## src/adc_spi_defs.svh

```systemverilog
`ifndef ADC_SPI_DEFS_SVH
`define ADC_SPI_DEFS_SVH

// lane geometry of one read frame
`define ADC_LANES 4
`define LANE_BITS 6

// config word width, also the SCK count of a config frame
`define CFG_BITS 24

// SCK half periods in i_clk cycles
`define READ_HALF 2
`define CFG_HALF 3

// chip-select framing delays in i_clk cycles
`define CS_LEAD 4
`define CS_LAG 3

// Wishbone word addresses
`define REG_CTRL 3'd0
`define REG_CFG 3'd1
`define REG_STATUS 3'd2
`define REG_SAMPLE 3'd3
`define REG_COUNT 3'd4

`endif

```

## src/adc_spi_pkg.sv

```systemverilog
package adc_spi_pkg;

	`include "adc_spi_defs.svh"

	// frame sequencer states
	typedef enum logic [2:0] {
		IDLE  = 3'd0,
		LEAD  = 3'd1,
		SHIFT = 3'd2,
		LAG   = 3'd3,
		DONE  = 3'd4
	} seq_state_e;

	// read frames use SPI mode 00, config frames use mode 01
	typedef enum logic {
		MODE_READ = 1'b0,
		MODE_CFG  = 1'b1
	} spi_mode_e;

	// lane k fills bits 6k+5 down to 6k
	typedef logic [`ADC_LANES*`LANE_BITS-1:0] sample_t;

	// shifted out msb first
	typedef logic [`CFG_BITS-1:0] cfg_word_t;

endpackage

```

## src/spi_ctrl_if.sv

```systemverilog
`timescale 1ns/100ps

interface spi_ctrl_if;

	import adc_spi_pkg::*;

	logic run; // high for the whole SHIFT state
	spi_mode_e mode; // mode latched at start
	logic load; // first LEAD clock
	logic capture; // DONE clock
	logic sck;
	logic sck_rise; // sck goes high at the end of this clock
	logic sck_fall; // sck goes low at the end of this clock
	logic shift_done; // one clock after the final falling edge

	modport seq (output run, mode, load, capture, input shift_done);

	modport timer (input run, mode, output sck, sck_rise, sck_fall, shift_done);

	modport rx (input mode, sck_rise, capture);

	modport tx (input mode, load, sck_rise, capture);

endinterface

```

## src/adc_spi_top.sv

```systemverilog
`timescale 1ns/100ps

`include "adc_spi_defs.svh"

module adc_spi_top (
	input  logic i_clk,
	input  logic i_rst,
	input  logic i_wb_cyc,
	input  logic i_wb_stb,
	input  logic i_wb_we,
	input  logic [2:0] i_wb_adr,
	input  logic [31:0] i_wb_dat,
	output logic [31:0] o_wb_dat,
	output logic o_wb_ack,
	output logic o_cs_n,
	output logic o_sck,
	output logic o_mosi,
	output logic o_mosi_oe,
	input  logic [`ADC_LANES-1:0] i_miso
);

	import adc_spi_pkg::*;

	logic start;
	logic busy;
	spi_mode_e mode;
	cfg_word_t cfg;
	sample_t sample;
	logic sample_stb;

	spi_ctrl_if u_ctrl ();

	adc_wb_regs u_regs (
		.i_clk(i_clk),
		.i_rst(i_rst),
		.i_wb_cyc(i_wb_cyc),
		.i_wb_stb(i_wb_stb),
		.i_wb_we(i_wb_we),
		.i_wb_adr(i_wb_adr),
		.i_wb_dat(i_wb_dat),
		.o_wb_dat(o_wb_dat),
		.o_wb_ack(o_wb_ack),
		.i_busy(busy),
		.i_sample(sample),
		.i_sample_stb(sample_stb),
		.o_start(start),
		.o_mode(mode),
		.o_cfg(cfg)
	);

	spi_sequencer u_seq (
		.i_clk(i_clk),
		.i_rst(i_rst),
		.i_start(start),
		.i_mode(mode),
		.o_busy(busy),
		.o_cs_n(o_cs_n),
		.ctrl(u_ctrl.seq)
	);

	sck_timer u_timer (
		.i_clk(i_clk),
		.i_rst(i_rst),
		.ctrl(u_ctrl.timer)
	);

	lane_deserializer u_rx (
		.i_clk(i_clk),
		.i_rst(i_rst),
		.i_miso(i_miso),
		.ctrl(u_ctrl.rx),
		.o_sample(sample),
		.o_sample_stb(sample_stb)
	);

	cfg_serializer u_tx (
		.i_clk(i_clk),
		.i_rst(i_rst),
		.i_cfg(cfg),
		.ctrl(u_ctrl.tx),
		.o_mosi(o_mosi),
		.o_mosi_oe(o_mosi_oe)
	);

	assign o_sck = u_ctrl.sck; // SCK comes straight from the timer register

endmodule

```

## src/adc_wb_regs.sv

```systemverilog
`timescale 1ns/100ps

`include "adc_spi_defs.svh"

module adc_wb_regs (
	input  logic i_clk,
	input  logic i_rst,
	input  logic i_wb_cyc,
	input  logic i_wb_stb,
	input  logic i_wb_we,
	input  logic [2:0] i_wb_adr,
	input  logic [31:0] i_wb_dat,
	output logic [31:0] o_wb_dat,
	output logic o_wb_ack,
	input  logic i_busy,
	input  adc_spi_pkg::sample_t i_sample,
	input  logic i_sample_stb,
	output logic o_start,
	output adc_spi_pkg::spi_mode_e o_mode,
	output adc_spi_pkg::cfg_word_t o_cfg
);

	import adc_spi_pkg::*;

	logic req;
	logic wr_req;
	logic rd_req;
	logic start_req;
	logic valid_q;
	logic overrun_q;
	sample_t sample_q;
	logic [15:0] count_q;
	logic [31:0] rd_data;

	assign req = i_wb_cyc && i_wb_stb && !o_wb_ack; // ack closes the cycle after one clock
	assign wr_req = req && i_wb_we;
	assign rd_req = req && !i_wb_we;
	assign start_req = wr_req && (i_wb_adr == `REG_CTRL) && (i_wb_dat[1:0] != 2'b00) && !i_busy;

	always_comb
	begin
		case (i_wb_adr)
			`REG_CFG: rd_data = 32'(o_cfg);
			`REG_STATUS: rd_data = {29'd0, overrun_q, valid_q, i_busy};
			`REG_SAMPLE: rd_data = 32'(sample_q);
			`REG_COUNT: rd_data = {16'd0, count_q};
			default: rd_data = 32'd0; // CTRL is write only
		endcase
	end

	always_ff @(posedge i_clk or negedge i_rst)
	begin
		if (!i_rst)
		begin
			o_wb_ack <= 1'b0;
			o_wb_dat <= 32'd0;
			o_start <= 1'b0;
			o_mode <= MODE_READ;
			valid_q <= 1'b0;
			overrun_q <= 1'b0;
			count_q <= 16'd0;
		end
		else
		begin
			o_wb_ack <= req;
			if (rd_req)
				o_wb_dat <= rd_data;
			o_start <= start_req; // lines up with the ack clock
			if (start_req)
				o_mode <= i_wb_dat[1] ? MODE_CFG : MODE_READ; // config wins if both bits are set
			if (i_sample_stb)
				valid_q <= 1'b1; // a new sample beats a read in the same clock
			else if (rd_req && (i_wb_adr == `REG_SAMPLE))
				valid_q <= 1'b0;
			if (i_sample_stb && valid_q)
				overrun_q <= 1'b1;
			else if (rd_req && (i_wb_adr == `REG_STATUS))
				overrun_q <= 1'b0;
			if (i_sample_stb)
				count_q <= count_q + 16'd1;
		end
	end

	always_ff @(posedge i_clk)
	begin
		if (wr_req && (i_wb_adr == `REG_CFG))
			o_cfg <= i_wb_dat[`CFG_BITS-1:0];
		if (i_sample_stb)
			sample_q <= i_sample; // an unread sample is overwritten
	end

endmodule

```

## src/cfg_serializer.sv

```systemverilog
`timescale 1ns/100ps

`include "adc_spi_defs.svh"

module cfg_serializer (
	input  logic i_clk,
	input  logic i_rst,
	input  adc_spi_pkg::cfg_word_t i_cfg,
	spi_ctrl_if.tx ctrl,
	output logic o_mosi,
	output logic o_mosi_oe
);

	import adc_spi_pkg::*;

	cfg_word_t shift_q;
	logic first_q; // msb already on the line, so the first rise keeps it
	logic oe_q;

	always_ff @(posedge i_clk)
	begin
		if (ctrl.load)
			shift_q <= i_cfg;
		else if (ctrl.sck_rise && !first_q)
			shift_q <= {shift_q[`CFG_BITS-2:0], 1'b0};
	end

	always_ff @(posedge i_clk or negedge i_rst)
	begin
		if (!i_rst)
		begin
			first_q <= 1'b0;
			oe_q <= 1'b0;
		end
		else
		begin
			if (ctrl.load)
				first_q <= 1'b1;
			else if (ctrl.sck_rise)
				first_q <= 1'b0;
			if (ctrl.load)
				oe_q <= (ctrl.mode == MODE_CFG); // read frames leave MOSI undriven
			else if (ctrl.capture)
				oe_q <= 1'b0;
		end
	end

	assign o_mosi = oe_q && shift_q[`CFG_BITS-1];
	assign o_mosi_oe = oe_q;

endmodule

```

## src/lane_deserializer.sv

```systemverilog
`timescale 1ns/100ps

`include "adc_spi_defs.svh"

module lane_deserializer (
	input  logic i_clk,
	input  logic i_rst,
	input  logic [`ADC_LANES-1:0] i_miso,
	spi_ctrl_if.rx ctrl,
	output adc_spi_pkg::sample_t o_sample,
	output logic o_sample_stb
);

	import adc_spi_pkg::*;

	logic [`LANE_BITS-1:0] lane_sr [`ADC_LANES];

	// mode 00 data is stable on the rising SCK edge
	always_ff @(posedge i_clk or negedge i_rst)
	begin
		if (!i_rst)
		begin
			for (int k = 0; k < `ADC_LANES; k++)
				lane_sr[k] <= '0;
		end
		else if (ctrl.sck_rise)
		begin
			for (int k = 0; k < `ADC_LANES; k++)
				lane_sr[k] <= {lane_sr[k][`LANE_BITS-2:0], i_miso[k]}; // msb arrives first
		end
	end

	// lane k owns the k-th slice of the sample
	always_comb
	begin
		for (int k = 0; k < `ADC_LANES; k++)
			o_sample[k*`LANE_BITS +: `LANE_BITS] = lane_sr[k];
	end

	// config frames clock MISO too, but their data is not a sample
	assign o_sample_stb = ctrl.capture && (ctrl.mode == MODE_READ);

endmodule

```

## src/sck_timer.sv

```systemverilog
`timescale 1ns/100ps

`include "adc_spi_defs.svh"

module sck_timer (
	input  logic i_clk,
	input  logic i_rst,
	spi_ctrl_if.timer ctrl
);

	import adc_spi_pkg::*;

	logic [2:0] half_cnt;
	logic [2:0] half_max;
	logic [4:0] bit_cnt; // falling edges seen in this frame
	logic [4:0] bit_max;
	logic sck_q;
	logic tick;
	logic rise_tick;
	logic fall_tick;
	logic done_q;

	assign half_max = (ctrl.mode == MODE_CFG) ? 3'(`CFG_HALF - 1) : 3'(`READ_HALF - 1);
	assign bit_max = (ctrl.mode == MODE_CFG) ? 5'(`CFG_BITS - 1) : 5'(`LANE_BITS - 1);

	// no more toggles once every bit has had its falling edge
	assign tick = ctrl.run && (bit_cnt <= bit_max) && (half_cnt == half_max);
	assign rise_tick = tick && !sck_q;
	assign fall_tick = tick && sck_q;

	always_ff @(posedge i_clk or negedge i_rst)
	begin
		if (!i_rst)
		begin
			half_cnt <= 3'd0;
			bit_cnt <= 5'd0;
			sck_q <= 1'b0;
			done_q <= 1'b0;
		end
		else if (!ctrl.run)
		begin
			half_cnt <= 3'd0;
			bit_cnt <= 5'd0;
			sck_q <= 1'b0; // SCK idles low in both modes
			done_q <= 1'b0;
		end
		else
		begin
			half_cnt <= (half_cnt == half_max) ? 3'd0 : half_cnt + 3'd1;
			if (tick)
				sck_q <= !sck_q;
			if (fall_tick)
				bit_cnt <= bit_cnt + 5'd1;
			done_q <= fall_tick && (bit_cnt == bit_max); // a single clock wide
		end
	end

	assign ctrl.sck = sck_q;
	assign ctrl.sck_rise = rise_tick;
	assign ctrl.sck_fall = fall_tick;
	assign ctrl.shift_done = done_q;

endmodule

```

## src/spi_sequencer.sv

```systemverilog
`timescale 1ns/100ps

`include "adc_spi_defs.svh"

module spi_sequencer (
	input  logic i_clk,
	input  logic i_rst,
	input  logic i_start,
	input  adc_spi_pkg::spi_mode_e i_mode,
	output logic o_busy,
	output logic o_cs_n,
	spi_ctrl_if.seq ctrl
);

	import adc_spi_pkg::*;

	seq_state_e state;
	seq_state_e state_nxt;
	logic [3:0] dly_cnt; // shared by LEAD and LAG
	spi_mode_e mode_q;

	always_comb
	begin
		state_nxt = state;
		case (state)
			IDLE:
			begin
				if (i_start)
					state_nxt = LEAD;
			end
			LEAD:
			begin
				if (dly_cnt == 4'(`CS_LEAD - 1))
					state_nxt = SHIFT;
			end
			SHIFT:
			begin
				if (ctrl.shift_done)
					state_nxt = LAG;
			end
			LAG:
			begin
				if (dly_cnt == 4'(`CS_LAG - 1))
					state_nxt = DONE;
			end
			DONE:
				state_nxt = IDLE; // no start release needed, the start is a pulse
			default:
				state_nxt = IDLE;
		endcase
	end

	always_ff @(posedge i_clk or negedge i_rst)
	begin
		if (!i_rst)
		begin
			state <= IDLE;
			dly_cnt <= 4'd0;
			mode_q <= MODE_READ;
		end
		else
		begin
			state <= state_nxt;
			if (state_nxt != state)
				dly_cnt <= 4'd0; // every state starts counting from zero
			else if ((state == LEAD) || (state == LAG))
				dly_cnt <= dly_cnt + 4'd1;
			if ((state == IDLE) && i_start)
				mode_q <= i_mode;
		end
	end

	assign ctrl.load = (state == LEAD) && (dly_cnt == 4'd0);
	assign ctrl.run = (state == SHIFT);
	assign ctrl.capture = (state == DONE);
	assign ctrl.mode = mode_q;

	assign o_busy = i_start || (state != IDLE); // covers the start clock as well
	assign o_cs_n = !((state == LEAD) || (state == SHIFT) || (state == LAG));

endmodule

```

## config.mk

```make
export PLATFORM = sky130hd
export DESIGN_NAME = adc_spi_top
export DESIGN_NICKNAME = d
export VERILOG_FILES = /design/src/adc_spi_pkg.sv /design/src/spi_ctrl_if.sv /design/src/adc_spi_top.sv /design/src/adc_wb_regs.sv /design/src/cfg_serializer.sv /design/src/lane_deserializer.sv /design/src/sck_timer.sv /design/src/spi_sequencer.sv
export VERILOG_INCLUDE_DIRS = /design/src /design/src/src
export SDC_FILE = /design/constraint.sdc
export NUM_CORES = 1
export LEC_CHECK = 0
export ABC_AREA = 1
export ABC_CLOCK_PERIOD_IN_PS = 7700
export BUFFER_PORTS_ARGS = -buffer_cell sky130_fd_sc_hd__buf_2
export CORE_MARGIN = 8
export CORE_UTILIZATION = 33
export CTS_BUF_LIST = sky130_fd_sc_hd__clkbuf_4 sky130_fd_sc_hd__clkbuf_8 sky130_fd_sc_hd__clkbuf_16
export DETAILED_ROUTE_END_ITERATION = 12
export SLEW_MARGIN = 20
export SYNTH_ARGS = -nofsm -noshare
export SYNTH_HDL_FRONTEND = slang
export SYNTH_HIERARCHICAL = 1
export SYNTH_SLANG_ARGS = --single-unit
```

## constraint.sdc

```tcl
create_clock -name i_clk -period 7.7 [get_ports i_clk]
set_input_delay 0.385 -clock i_clk [delete_from_list [all_inputs] [get_ports i_clk]]
set_output_delay 0.385 -clock i_clk [all_outputs]
set_load 0.01 [all_outputs]
```

# Word-level counts from Yosys, hierarchy flattened
# Index checks and enable logic that the tools add are counted.
[classes]
n_addsub = 4
order_cmp = 1
n_eq_ne = 15
n_mux = 28
bitwise_logic = 1
reduce_logical = 42
[op_table]
columns = ["op", "count"]
rows = [
  ["24-bit case mux with 4 select lines", 1],
  ["24-bit 2-to-1 mux", 2],
  ["1-bit logical AND", 21],
  ["3-bit 2-to-1 mux", 6],
  ["16-bit by 1-bit adder with 16-bit output, second input constant", 1],
  ["5-bit 2-to-1 mux", 3],
  ["2-bit nonzero test", 7],
  ["3-bit by 2-bit equality test with 1-bit output, second input constant", 4],
  ["1-bit 2-to-1 mux", 12],
  ["3-bit case mux with 4 select lines", 1],
  ["4-bit by 2-bit equality test with 1-bit output, second input constant", 2],
  ["4-bit 2-to-1 mux", 2],
  ["3-bit by 1-bit equality test with 1-bit output, second input constant", 2],
  ["3-bit equality test, second input constant", 2],
  ["1-bit logical NOT", 6],
  ["3-bit logical NOT", 2],
  ["5-bit by 1-bit adder with 5-bit output, second input constant", 1],
  ["5-bit equality test", 1],
  ["5-bit <= comparator", 1],
  ["4-bit by 1-bit adder with 4-bit output, second input constant", 1],
  ["4-bit logical NOT", 1],
  ["1-bit logical OR", 4],
  ["2-bit != test, second input constant", 2],
  ["3-bit by 1-bit adder with 3-bit output, second input constant", 1],
  ["5 further kinds", 5],
]
[word_totals]
reg_bits = 169
input_bits = 44
out_inout_bits = 37
word_cells = 114

# Logic depth before layout (Yosys ltp)
[depth]
word_depth = 8
ltp_mapped = 13
ltp_nobuf = 12

# Modules after synthesis
# Netlist, hierarchy kept.
[by_module_without_submodules]
columns = ["module", "instances", "cells_per_inst", "area_per_inst_um2", "seq_area_each_um2"]
rows = [
  ["adc_wb_regs", 1, 409, 4018.9, 2567.5],
  ["cfg_serializer", 1, 113, 1162.4, 770.7],
  ["lane_deserializer", 1, 104, 987.2, 600.6],
  ["sck_timer", 1, 80, 630.6, 250.2],
  ["spi_sequencer", 1, 64, 503.0, 200.2],
]

# Worst setup path before layout
# OpenSTA, ideal clock, no wires.
[synth_timing]
kind = "reg-to-reg"
start = "register u_seq.state[1]"
end = "register u_regs.count_q[11]"
setup_ns = 0.123
arrival_time_ns = 2.799
t_required_ns = 7.577
path_slack_ns = 4.778
path_stages_with_launch = 12
path_buffers = 1
period_less_slack_ns = 2.922
cell_sequence = "dfrtp_1 nor2_1 inv_1 nor2_1 inv_1 nor2_1 buf_4 nand2_1 nor2_1 nand3_1 o21ai_0 nand2_1"
[synth_between]
elab_chain_cells = 2
[synth_rtl]
columns = ["item", "line", "source"]
rows = [
  ["start, declared", "spi_sequencer.sv:17", "seq_state_e state;"],
  ["start signal, assigned", "spi_sequencer.sv:63", "state <= state_nxt;"],
  ["3-bit equality test", "spi_sequencer.sv:75", "assign ctrl.capture = (state == DONE);"],
  ["via u_ctrl.capture", "spi_ctrl_if.sv:10", "logic capture;"],
  ["1-bit logical AND", "lane_deserializer.sv:41", "assign o_sample_stb = ctrl.capture && (ctrl.mode == MODE_READ);"],
  ["via sample_stb", "adc_spi_top.sv:29", "logic sample_stb;"],
  ["end signal, assigned", "adc_wb_regs.sv:80", "count_q <= count_q + 16'd1;"],
  ["end, declared", "adc_wb_regs.sv:32", "logic [15:0] count_q;"],
]
# The timed path passes the listed nets, and every way through them passes these cells.
# A chain may end at the register's enable or synchronous reset.

# Worst setup path after layout
[layout_timing]
start = "register u_seq.mode_q, in the netlist u_seq/ctrl.mode"
end = "register u_tx.shift_q[9] (enable)"
[layout_between]
elab_chain_cells = 7
elab_cells_between_ends = 9
classes_between = "order compare (1); eq/ne (1); mux (2); reduce/logical (5)"
[layout_rtl]
columns = ["item", "line", "source"]
rows = [
  ["start, declared", "spi_sequencer.sv:20", "spi_mode_e mode_q;"],
  ["start signal, assigned", "spi_sequencer.sv:69", "mode_q <= i_mode;"],
  ["5-bit 2-to-1 mux", "sck_timer.sv:24", "assign bit_max = (ctrl.mode == MODE_CFG) ? 5'(`CFG_BITS - 1) : 5'(`LANE_BITS - 1);"],
  ["5-bit <= comparator", "sck_timer.sv:27", "assign tick = ctrl.run && (bit_cnt <= bit_max) && (half_cnt == half_max);"],
  ["1-bit logical AND", "sck_timer.sv:27", ""],
  ["1-bit logical AND (*)", "sck_timer.sv:27", ""],
  ["1-bit logical AND (*)", "sck_timer.sv:28", "assign rise_tick = tick && !sck_q;"],
  ["via u_ctrl.sck_rise", "spi_ctrl_if.sv:12", "logic sck_rise;"],
  ["1-bit logical AND (*)", "cfg_serializer.sv:24", "else if (ctrl.sck_rise && !first_q)"],
  ["2-bit nonzero test (no source line) (*)", "n/a", ""],
  ["end signal, assigned", "cfg_serializer.sv:23", "shift_q <= i_cfg;"],
  ["end signal, assigned", "cfg_serializer.sv:25", "shift_q <= {shift_q[`CFG_BITS-2:0], 1'b0};"],
  ["end, declared", "cfg_serializer.sv:16", "cfg_word_t shift_q;"],
]
# Mark *: on every way through the listed nets, which the timed path passes. The rest lies on a longest branch.

==> qor.yml <==
clock_sinks: 161
initialDrtViolationCount: 355
setup_viol: 0
portBuffers: 64
nets: 885
synth_cells: 770
grt_start_max_net_pins: 51
maxSlewViolCount: 0
cts_max_level: 4
setup-tns-final_ns: 0
cp_data_required_time_ns: 7.74
die_y_um: 164.8
yosysWarningCount: 6
n_antenna_cell: 0
worst_pin_slew_ns: 1.022
start_util_pct: 33.56
ios: 81
fp-row-count: 54
reg2reg_to: "u_tx/shift_q[9]"
r2r-start: "u_seq/ctrl.mode"
numPlacedInstances: 1093
grt_first_pass_wirelength_um: 26330
drtAntennaViolNets: 0
worstPathArrival_ns: 2.98
cp_common_cell: "nand2_1"
ir_drop_mv: 0.1552
yosys_register_bits: 161
grt_usage_pct: 12.38
maxCapViolations: 0
worst_path_max_delay_cell: "nand2_1"
grt_pass1_vias: 5026
numCtsBuffers: 17
worstPathCellList: "inv_2 -> ha_1 -> nand2_1 -> nand2_1 -> nor2_1 -> nor2_1 -> nor3_2 -> buf_4 -> nand2_1 -> nand2_1"
layout_min_cycle_time_ns: 2.934
setup.worst_path.start: "u_seq/ctrl.mode"
criticalPathCategory: "flop to flop"
timing.final.crit_share_pct: 38.10
fin_skew_ns: 0.007153
r2r_slack_ns: 4.77
fp.coreArea_um2: 21760
cts_tree: "done"
critical_path.endpoint_type: "flop"
cts-root-buf: "clkbuf_16"
stdcell_count: 1126
gr-total-overflow: 0
cts_resized: 0
cp-endpoint: "u_tx/shift_q[9]"
drc: 0
vias: 5096
p_leak_nw: 4.038
ys_seq_area_share_pct: 60.11
finalHoldViolCount: 0
cp_max_fo: 27
firstDrtPassIters: 5
crit_family: "simple AND/OR/NAND/NOR gates"
hold_path_class: "input pin to flop"
antenna_found_initial: 0
slowest_delay_ns: 0.75
yosysUniqueCellTypes: 37
crit_buf_inv: 2
clk_path_buf_depth: 2
path_depth: 10
power.density_nw_per_um2: 262.1
drt-total-wl_um: 16000
grt_setup_unrepaired: "no"
via_per_inst: 4.526
avgSynthCellArea_um2: 9.483
clkLatencyLatePin_ns: 0.42
die_area_um2: 27140
die_x_um: 164.8
hpwl_um: 11280
clk_pin_slew_ns: 0.06
maxSlewHeadroom_pct: 31.73
worstRegToRegCells: 10
max_freq_ghz: 0.3409
layout_common_cells: "nand2_1 (309), dfrtp_1 (89), edfxtp_1 (72), buf_2 (63), inv_1 (57)"
drive_gt1_share_pct: 17.73
gp_congestion: 0.8309
status: "finished clean"
syn_area_um2: 7302
critical_path.startpoint_type: "flop"
layout_commonest_cell: "nand2_1"
area_delta_synth_final_pct: 14.77
min-delay-start: "i_wb_dat[6]"
wl_per_cell_um: 14.21
layout make-up:
type | instances | area (um2)
Sequential cell | 161 | 4389
Multi-Input combinational cell | 514 | 2396
Fill cell | 2190 | 13380
Inverter | 68 | 272.8
Timing Repair Buffer | 71 | 377.9
Clock buffer | 20 | 460.4
Clock inverter | 12 | 133.9
Tap cell | 280 | 350.3
layer usage:
layer | wire, um | track usage (%) | vias up
li1 | - | - | 2575
met1 | 7549 | 16.44 | 2402
met2 | 7476 | 18.95 | 102
met3 | 755 | 3.215 | 17
met4 | 214 | 4.996 | 0
met5 | 0 | 0 | -
worst reg2reg max path, cell delays in order, from the launching register on:
cell and delay (ns):
dfrtp_1 0.49, inv_2 0.08, ha_1 0.34, nand2_1 0.09
nand2_1 0.06, nor2_1 0.10, nor2_1 0.07, nor3_2 0.10
buf_4 0.34, nand2_1 0.10, nand2_1 0.76
timing repair:
action,in CTS,in global routing
setup buffers,0,0
hold endpoints to repair,39,0
hold buffers,1,0
through the flow:
stage                     total power [W]  setup slack (ns)  util [%]  hold slack [ns]  area (um2)
after floorplan                  0.001298             4.778         -          0.08941        7328
after global placement           0.001376             4.692     35.74           0.3955        7775
after detailed placement         0.001382             4.627     35.74           0.3917        7775
after CTS                        0.002227             4.714     38.52           0.1131        8379
after global routing             0.002315             4.505     38.52           0.1092        8381
final                            0.002196             4.766     38.52           0.1354        8381
state kept, by name, indices dropped and copies added (netlist names):
name	cells
u_regs/count_q	16
u_regs/o_cfg	24
u_regs/o_mode	1
u_regs/o_start	1
u_regs/o_wb_ack	1
u_regs/o_wb_dat	24
u_regs/overrun_q	1
u_regs/sample_q	24
u_regs/valid_q	1
u_rx/o_sample	24
u_seq/ctrl.mode	1
u_seq/dly_cnt	4
u_seq/state	3
u_timer/bit_cnt	5
u_timer/ctrl.sck	1
u_timer/ctrl.shift_done	1
u_timer/half_cnt	3
u_tx/first_q	1
u_tx/o_mosi_oe	1
u_tx/shift_q	24
where the power goes:
group          switching, W  internal, W
clock              0.000337     0.000499
combinational      0.000217    0.0000979
sequential        0.0000414      0.00100
cells by family after synthesis:
group,count (synthesis),synth area share [%]
mux,1,0.1542
buf+inv,102,7.591
fa+ha+maj,8,1.371
flops,161,60.11
xor+xnor,15,1.799
compound gates,22,1.542
other cells,1,0.05136
simple gates,460,27.38
how the worst min path moves through the flow:
| stage | end | slack, ns | depth (start not counted) |
|---|---|---|---|
| after detailed placement | u_timer/bit_cnt[3] | 0.39 | 1 |
| after floorplan | u_regs/count_q[0] | 0.09 | 0 |
| after global routing | u_regs/o_cfg[6] | 0.11 | 1 |
| final | u_regs/o_cfg[6] | 0.14 | 1 |
| after CTS | u_regs/o_cfg[22] | 0.11 | 1 |
| after global placement | u_timer/bit_cnt[3] | 0.40 | 1 |
cells in the mapped netlist, drive strengths merged:
| master | n | area [um2] |
|---|---|---|
| dfrtp | 89 | 2227 |
| mux2 | 1 | 11.26 |
| edfxtp | 72 | 2162 |
| inv | 68 | 272.8 |
| o21ai | 20 | 100.1 |
| nand4 | 31 | 193.9 |
| nand3 | 42 | 237.7 |
| nor2 | 47 | 196.4 |
| xor2 | 8 | 70.07 |
| conb | 1 | 3.750 |
| buf | 27 | 215.2 |
| xnor2 | 7 | 61.31 |
| or3b | 1 | 8.760 |
| nand2 | 330 | 1291 |
| nor3 | 7 | 57.55 |
| nand3b | 1 | 7.510 |
| a21oi | 1 | 5.000 |
| o21bai | 1 | 7.510 |
| clkbuf | 7 | 66.31 |
| and2 | 1 | 6.260 |
| ha | 8 | 100.1 |
(Power assumes the default switching activity.)
